**src/design/ctrl_pkg.sv**
```systemverilog
package ctrl_pkg;

    // command port opcodes
    typedef enum logic [2:0] {
        op_nop    = 3'd0,
        op_set_b0 = 3'd1,
        op_set_b1 = 3'd2,
        op_set_b2 = 3'd3,
        op_set_a1 = 3'd4,
        op_set_a2 = 3'd5,
        op_clear  = 3'd6,
        // bit 0 of cmd_data gives the bypass value
        op_bypass = 3'd7
    } cmd_op_t;

    // execute stage sequencing, one multiply per mac state
    typedef enum logic [2:0] {
        st_idle   = 3'd0,
        st_mac_b0 = 3'd1,
        st_mac_b1 = 3'd2,
        st_mac_b2 = 3'd3,
        st_mac_a1 = 3'd4,
        st_mac_a2 = 3'd5,
        st_wait   = 3'd6
    } exec_state_t;

endpackage

```
**src/design/filter_pkg.sv**
```systemverilog
package filter_pkg;

    // signed input and output samples
    localparam int SAMPLE_WIDTH = 16;

    // signed coefficients, Q3.14
    localparam int COEF_WIDTH = 18;
    localparam int COEF_FRAC = 14;

    // one multiplier result
    localparam int PRODUCT_WIDTH = SAMPLE_WIDTH + COEF_WIDTH;

    // headroom for five accumulated products
    localparam int ACC_WIDTH = 40;

    // saturation limits of an output sample
    localparam logic signed [SAMPLE_WIDTH-1:0] SAMPLE_MAX = {1'b0, {(SAMPLE_WIDTH-1){1'b1}}};
    localparam logic signed [SAMPLE_WIDTH-1:0] SAMPLE_MIN = {1'b1, {(SAMPLE_WIDTH-1){1'b0}}};

endpackage
```
**src/design/biquad_top.sv**
```systemverilog
`timescale 1ns/100ps

module biquad_top
    import filter_pkg::*, ctrl_pkg::*;
(
    input  logic                           clk,
    input  logic                           reset,
    input  logic                           cmd_valid,
    input  cmd_op_t                        cmd_op,
    input  logic signed [COEF_WIDTH-1:0]   cmd_data,
    input  logic                           in_valid,
    input  logic signed [SAMPLE_WIDTH-1:0] in_sample,
    output logic signed [SAMPLE_WIDTH-1:0] out_sample,
    output logic                           out_valid,
    output logic                           out_sat,
    output logic                           busy,
    output logic                           overrun
);

    logic signed [COEF_WIDTH-1:0] b0;
    logic signed [COEF_WIDTH-1:0] b1;
    logic signed [COEF_WIDTH-1:0] b2;
    logic signed [COEF_WIDTH-1:0] a1;
    logic signed [COEF_WIDTH-1:0] a2;
    logic                         bypass;
    logic                         clear_state;
    logic signed [ACC_WIDTH-1:0]  acc;
    logic                         acc_valid;

    coef_decode i_decode (
        .clk         (clk),
        .reset       (reset),
        .cmd_valid   (cmd_valid),
        .cmd_op      (cmd_op),
        .cmd_data    (cmd_data),
        .b0          (b0),
        .b1          (b1),
        .b2          (b2),
        .a1          (a1),
        .a2          (a2),
        .bypass      (bypass),
        .clear_state (clear_state)
    );

    // output sample loops back as y history
    biquad_execute i_execute (
        .clk         (clk),
        .reset       (reset),
        .in_valid    (in_valid),
        .in_sample   (in_sample),
        .b0          (b0),
        .b1          (b1),
        .b2          (b2),
        .a1          (a1),
        .a2          (a2),
        .bypass      (bypass),
        .clear_state (clear_state),
        .y_valid     (out_valid),
        .y_sample    (out_sample),
        .acc         (acc),
        .acc_valid   (acc_valid),
        .busy        (busy),
        .overrun     (overrun)
    );

    result_round i_result (
        .clk        (clk),
        .reset      (reset),
        .acc        (acc),
        .acc_valid  (acc_valid),
        .out_sample (out_sample),
        .out_valid  (out_valid),
        .out_sat    (out_sat)
    );

endmodule

```
**src/design/result_round.sv**
```systemverilog
`timescale 1ns/100ps

module result_round
    import filter_pkg::*;
(
    input  logic                           clk,
    input  logic                           reset,
    input  logic signed [ACC_WIDTH-1:0]    acc,
    input  logic                           acc_valid,
    output logic signed [SAMPLE_WIDTH-1:0] out_sample,
    output logic                           out_valid,
    output logic                           out_sat
);

    logic signed [ACC_WIDTH-1:0] rounded;
    logic signed [ACC_WIDTH-1:0] shifted;
    logic                        over_hi;
    logic                        over_lo;

    // round half up, then drop the coefficient fraction
    assign rounded = acc + (ACC_WIDTH'(1) <<< (COEF_FRAC - 1));
    assign shifted = rounded >>> COEF_FRAC;

    assign over_hi = (shifted > SAMPLE_MAX);
    assign over_lo = (shifted < SAMPLE_MIN);

    always_ff @(posedge clk) begin
        if (reset) begin
            out_valid <= 1'b0;
        end else begin
            out_valid <= acc_valid;
        end
    end

    always_ff @(posedge clk) begin
        if (acc_valid) begin
            if (over_hi) begin
                out_sample <= SAMPLE_MAX;
            end else if (over_lo) begin
                out_sample <= SAMPLE_MIN;
            end else begin
                out_sample <= shifted[SAMPLE_WIDTH-1:0];
            end
            out_sat <= over_hi || over_lo;
        end
    end

endmodule

```
**src/design/biquad_execute.sv**
```systemverilog
`timescale 1ns/100ps

module biquad_execute
    import filter_pkg::*, ctrl_pkg::*;
(
    input  logic                           clk,
    input  logic                           reset,
    input  logic                           in_valid,
    input  logic signed [SAMPLE_WIDTH-1:0] in_sample,
    input  logic signed [COEF_WIDTH-1:0]   b0,
    input  logic signed [COEF_WIDTH-1:0]   b1,
    input  logic signed [COEF_WIDTH-1:0]   b2,
    input  logic signed [COEF_WIDTH-1:0]   a1,
    input  logic signed [COEF_WIDTH-1:0]   a2,
    input  logic                           bypass,
    input  logic                           clear_state,
    input  logic                           y_valid,
    input  logic signed [SAMPLE_WIDTH-1:0] y_sample,
    output logic signed [ACC_WIDTH-1:0]    acc,
    output logic                           acc_valid,
    output logic                           busy,
    output logic                           overrun
);

    exec_state_t state;

    // x[n], x[n-1], x[n-2]
    logic signed [SAMPLE_WIDTH-1:0] x0;
    logic signed [SAMPLE_WIDTH-1:0] x1;
    logic signed [SAMPLE_WIDTH-1:0] x2;
    // y[n-1], y[n-2]
    logic signed [SAMPLE_WIDTH-1:0] y1;
    logic signed [SAMPLE_WIDTH-1:0] y2;

    logic signed [COEF_WIDTH-1:0]    mul_coef;
    logic signed [SAMPLE_WIDTH-1:0]  mul_data;
    logic signed [PRODUCT_WIDTH-1:0] prod;

    // one sample in flight at a time
    assign busy = (state != st_idle);

    // operand select for the shared multiplier
    always_comb begin
        mul_coef = '0;
        mul_data = '0;
        case (state)
            st_mac_b0: begin
                mul_coef = b0;
                mul_data = x0;
            end
            st_mac_b1: begin
                mul_coef = b1;
                mul_data = x1;
            end
            st_mac_b2: begin
                mul_coef = b2;
                mul_data = x2;
            end
            st_mac_a1: begin
                mul_coef = a1;
                mul_data = y1;
            end
            st_mac_a2: begin
                mul_coef = a2;
                mul_data = y2;
            end
            default: begin
            end
        endcase
    end

    // product register, accumulated one state later
    always_ff @(posedge clk) begin
        prod <= mul_coef * mul_data;
    end

    always_ff @(posedge clk) begin
        if (reset) begin
            state     <= st_idle;
            acc       <= '0;
            acc_valid <= 1'b0;
            overrun   <= 1'b0;
        end else begin
            acc_valid <= 1'b0;
            // a strobe during busy is dropped
            overrun   <= in_valid && busy;
            case (state)
                st_idle: begin
                    if (in_valid) begin
                        state <= st_mac_b0;
                    end
                end
                st_mac_b0: begin
                    state <= st_mac_b1;
                end
                st_mac_b1: begin
                    acc   <= ACC_WIDTH'(prod);
                    state <= st_mac_b2;
                end
                st_mac_b2: begin
                    acc   <= acc + prod;
                    state <= st_mac_a1;
                end
                st_mac_a1: begin
                    acc   <= acc + prod;
                    state <= st_mac_a2;
                end
                st_mac_a2: begin
                    // feedback terms are subtracted
                    acc   <= acc - prod;
                    state <= st_wait;
                end
                st_wait: begin
                    if (!acc_valid) begin
                        // last feedback term, or the scaled input in bypass
                        if (bypass) begin
                            acc <= ACC_WIDTH'(x0) <<< COEF_FRAC;
                        end else begin
                            acc <= acc - prod;
                        end
                        acc_valid <= 1'b1;
                    end else begin
                        state <= st_idle;
                    end
                end
                default: begin
                    state <= st_idle;
                end
            endcase
        end
    end

    // filter history
    always_ff @(posedge clk) begin
        if (reset || clear_state) begin
            x0 <= '0;
            x1 <= '0;
            x2 <= '0;
            y1 <= '0;
            y2 <= '0;
        end else begin
            if (state == st_idle && in_valid) begin
                x0 <= in_sample;
            end
            // x shifts as the sample retires
            if (state == st_wait && acc_valid) begin
                x1 <= x0;
                x2 <= x1;
            end
            // saturated output returns as y history
            if (y_valid) begin
                y1 <= y_sample;
                y2 <= y1;
            end
        end
    end

endmodule

```
**src/design/coef_decode.sv**
```systemverilog
`timescale 1ns/100ps

module coef_decode
    import filter_pkg::*, ctrl_pkg::*;
(
    input  logic                         clk,
    input  logic                         reset,
    input  logic                         cmd_valid,
    input  cmd_op_t                      cmd_op,
    input  logic signed [COEF_WIDTH-1:0] cmd_data,
    output logic signed [COEF_WIDTH-1:0] b0,
    output logic signed [COEF_WIDTH-1:0] b1,
    output logic signed [COEF_WIDTH-1:0] b2,
    output logic signed [COEF_WIDTH-1:0] a1,
    output logic signed [COEF_WIDTH-1:0] a2,
    output logic                         bypass,
    output logic                         clear_state
);

    always_ff @(posedge clk) begin
        if (reset) begin
            b0          <= '0;
            b1          <= '0;
            b2          <= '0;
            a1          <= '0;
            a2          <= '0;
            bypass      <= 1'b0;
            clear_state <= 1'b0;
        end else begin
            // clear is a single-cycle pulse
            clear_state <= 1'b0;
            if (cmd_valid) begin
                case (cmd_op)
                    op_set_b0: begin
                        b0 <= cmd_data;
                    end
                    op_set_b1: begin
                        b1 <= cmd_data;
                    end
                    op_set_b2: begin
                        b2 <= cmd_data;
                    end
                    op_set_a1: begin
                        a1 <= cmd_data;
                    end
                    op_set_a2: begin
                        a2 <= cmd_data;
                    end
                    op_clear: begin
                        clear_state <= 1'b1;
                    end
                    op_bypass: begin
                        bypass <= cmd_data[0];
                    end
                    default: begin
                        // op_nop leaves everything as is
                    end
                endcase
            end
        end
    end

endmodule

```
**config.mk**
```make
export PLATFORM = sky130hd
export DESIGN_NAME = biquad_top
export DESIGN_NICKNAME = d
export VERILOG_FILES = /design/src/design/ctrl_pkg.sv /design/src/design/filter_pkg.sv /design/src/design/biquad_top.sv /design/src/design/result_round.sv /design/src/design/biquad_execute.sv /design/src/design/coef_decode.sv
export SDC_FILE = /design/constraint.sdc
export NUM_CORES = 2
export LEC_CHECK = 0
export ABC_AREA = 1
export BUFFER_PORTS_ARGS = -buffer_cell sky130_fd_sc_hd__buf_2
export CORE_MARGIN = 8
export CORE_UTILIZATION = 41
export CTS_CLUSTER_DIAMETER = 80
export DETAILED_ROUTE_END_ITERATION = 8
export RECOVER_POWER = 25
export SLEW_MARGIN = 20
export SYNTH_ARGS = -nofsm -noshare
export SYNTH_HDL_FRONTEND = slang
export SYNTH_SLANG_ARGS = --single-unit
```
**constraint.sdc**
```tcl
create_clock -name clk -period 16.95 [get_ports clk]
set_input_delay 1.695 -clock clk [delete_from_list [all_inputs] [get_ports clk]]
set_output_delay 1.695 -clock clk [all_outputs]
set_load 0.05 [all_outputs]
```
==> impl_metrics.yaml <==
clocking:
  clkTransAtPathRegs_ns: 0.06
  cts_sinks: 269
  post_cts_resized: 0
  root_buffer: "clkbuf_16"
  postCtsSetupBuffers: 0
  ctsHtreeMaxLevel: 2
  cts_tree: "yes"
  ctsLongestPathBuffers: 3
  cts_made_buffers: 35
  clk_latency_ns: 0.55
  cts_hold_buf: 0
critical_path:
  worstSetupStartpointType: "flip-flop"
  cp_max_fo: 18
  crit_required_ns: 17.38
  reg2reg_from: "i_execute.state[1]"
  r2r_setup_slack_ns: 8.54
  startpoint: "i_execute.state[1]"
  endpoint: "i_execute.prod[33]"
  reg2reg_depth: 29
  cp_slowest_cell: "fa_1"
  endpoint_kind: "flip-flop"
  cp.arrival_ns: 8.85
  crit_top_cell: "fa_1"
  reg2reg_to: "i_execute.prod[33]"
  path_class: "flip-flop to flip-flop"
  worst_path_largest_cell_delay_ns: 0.89
yosys:
  ys_seq_area_frac: 0.195
  yosys.area_share.simple: 0.235
  synth_top_family_by_area: "adder cells"
  syn_area_um2: 28500
  synth-compound-area-share: 0.131
  synth_area_leaders: "fa_1, dfxtp_1, inv_1"
  synth_cells: 4159
  ys_warn_count: 0
  synthFlopType: "dfxtp_1"
  synth_edf_count: 17
  synth_cell_type_count: 55
  synth_fa_ha_area_frac: 0.278
  synth.largest_area_cell: "fa_1"
  synth_mux_area_frac: 0
  synthXorXnorAreaFrac: 0.0209
  avgSynthCellArea_um2: 6.84
  synth_common_cells: "inv_1, nand2_1, nor2_1"
  syn_nets: 4657
  ys_ff_latch: 269
  async_flop_share: 0
  synth_top_cell_area_share: 0.206
  synth.most_common_cell: "inv_1"
run:
  drv_cap: 2
sta:
  fin_crit_ns: 8.41
  rsz0062_at_grt: "false"
  slew_viol_final: 118
  slew_headroom: -1.04
  setup_tns_ns: 0
  skew_ns: 0.0262
  fmaxAchievable_mhz: 119
  hold_viol: 0
  finalCritPeriodShare: 0.496
  tightest_slew_ns: 3.06
  setup_viol: 0
pwr:
  internal-power_mw: 1.35
  total_leakage_power_nw: 15.6
  total_power_mw: 2.35
  seq_power_share: 0.308
  p_comb_frac: 0.393
  power_switching_uw: 999
  pwr-share-clk: 0.299
  p_per_area_nw_per_um2: 76.5
  ir_worst_vdd_uv: 57.2
  p_sw_frac: 0.425
routing:
  post_drt_wl_per_cell_um: 19.2
  via_per_inst: 5.16
  drc_errors: 0
  vias: 26400
  drtPass1Iterations: 5
  routed_wl_um: 98200
  drt_iter0_drc: 2001
  ant_nets: 0
finish:
  stdcell_area_um2: 30700
  drive_gt1_frac: 0.0459
  area_growth_syn_to_layout_pct: 8.01
  nets: 4657
  fin_util: 0.447
placed_design:
  gp_congestion: 1.02
  hpwl_um: 79100
  io_buffers: 60
  placed_cell_area_um2: 29700
floorplan:
  ios: 61
  core_um2: 68700
  die_width_um: 279
  rows: 96
  start_util: 0.414
  design.die.area_um2: 78100
  die_h_um: 279
global_routing:
  antenna_found_initial: 1
  grtUsageTotal: 0.249
  grt_pass1_wl_um: 152000
  grt_max_degree: 92
  grt_overflow: 0
  first_global_vias: 26100
status:
  status: "complete, but fails checks"
  violations: "capacitance limit, slew limit"
min_path:
  hold_class: "flip-flop to flip-flop"
==> worst min-delay path by stage <==
| stage | from | endpoint | slack [ns] | cells past startpoint |
|---|---|---|---|---|
| finish | i_decode.a1[3] | i_decode.a1[3] | 0.45 | 2 |
| global route | i_execute.x2[3] | i_execute.x2[3] | 0.48 | 2 |
| CTS | i_decode.a1[3] | i_decode.a1[3] | 0.46 | 2 |
| detailed placement | i_decode.a2[1] | i_decode.a2[1] | 0.45 | 2 |
| global placement | i_decode.a1[11] | i_decode.a1[11] | 0.44 | 2 |
| floorplan | i_decode.a2[0] | i_decode.a2[0] | 0.43 | 2 |
==> through the flow <==
stage,setup WS [ns],std cells,hold slack [ns]
2_1_floorplan,10.09,4159,0.430
3_3_place_gp,8.59,5053,0.441
3_5_place_dp,8.50,5053,0.448
4_1_cts,8.49,5114,0.456
5_1_grt,7.92,5115,0.478
6_report,8.54,5115,0.453
==> power by group through the flow <==
stage	Sequential (mW)	Combinational (mW)	Clock (mW)
floorplan	0.717	0.643	0
global placement	0.737	0.899	0
detailed placement	0.738	0.902	0
CTS	0.724	0.907	0.720
global route	0.728	1.03	0.745
finish	0.724	0.924	0.703
==> cell type report <==
class	count	area, µm²
fillers	7338	38000
clock buffers	48	975
repair buffers	95	553
diodes	1	2.50
multi-input cells	2848	19000
inverters	910	3420
flip-flops and latches	269	5560
well taps	931	1160
clock inverters	13	106
==> sequential cells by signal, summed over array words and instances, names as in the netlist, 16 cells and up <==
name and flops:
i_execute.acc 40, i_decode.b1 18, i_execute.y1 16, i_execute.x2 16
i_execute.x1 16, i_decode.b2 18, i_result.out_sample 16, i_execute.x0 16
i_execute.prod 34, i_decode.a1 18, i_decode.b0 18, i_decode.a2 18
i_execute.y2 16
==> critical path, delay by kind of cell, from the launching register on <==
kind,cells,cell delay [ns]
adders and majority gates,7,4.05
and+or+nand+nor,14,2.33
buffers and inverters,7,1.37
DFF,1,0.31
AOI/OAI and AO/OA,1,0.21
==> cell usage in the layout (no fill, tap or decap), drive strengths merged, types with 6 or more instances in the layout <==
master / count
a211oi: 7
a21o: 9
a21oi: 275
a221oi: 27
a31oi: 12
buf: 91
clkbuf: 52
clkinv: 24
dfxtp: 252
edfxtp: 17
fa: 293
ha: 164
inv: 896
nand2: 867
nand3: 163
nand4: 27
nor2: 530
nor3: 43
o211ai: 9
o21ai: 262
o21bai: 18
o221ai: 6
o22ai: 35
or2: 6
xnor2: 19
xor2: 49
==> layer usage <==
metal / up-vias / track usage / part of all wire
met5: - / 0 / 0
met4: 0 / 0.109 / 0.049
met3: 203 / 0.0290 / 0.060
met2: 880 / 0.419 / 0.46
met1: 12500 / 0.321 / 0.43
li1: 12800 / - / -
==> cells by family after synthesis <==
| logic type | after synthesis |
|---|---|
| DFF | 269 |
| buffers and inverters | 1042 |
| and+or+nand+nor | 1650 |
| AOI/OAI and AO/OA | 673 |
| xor gates and xnor gates | 68 |
| adders and majority gates | 457 |
(Power assumes the default switching activity.)
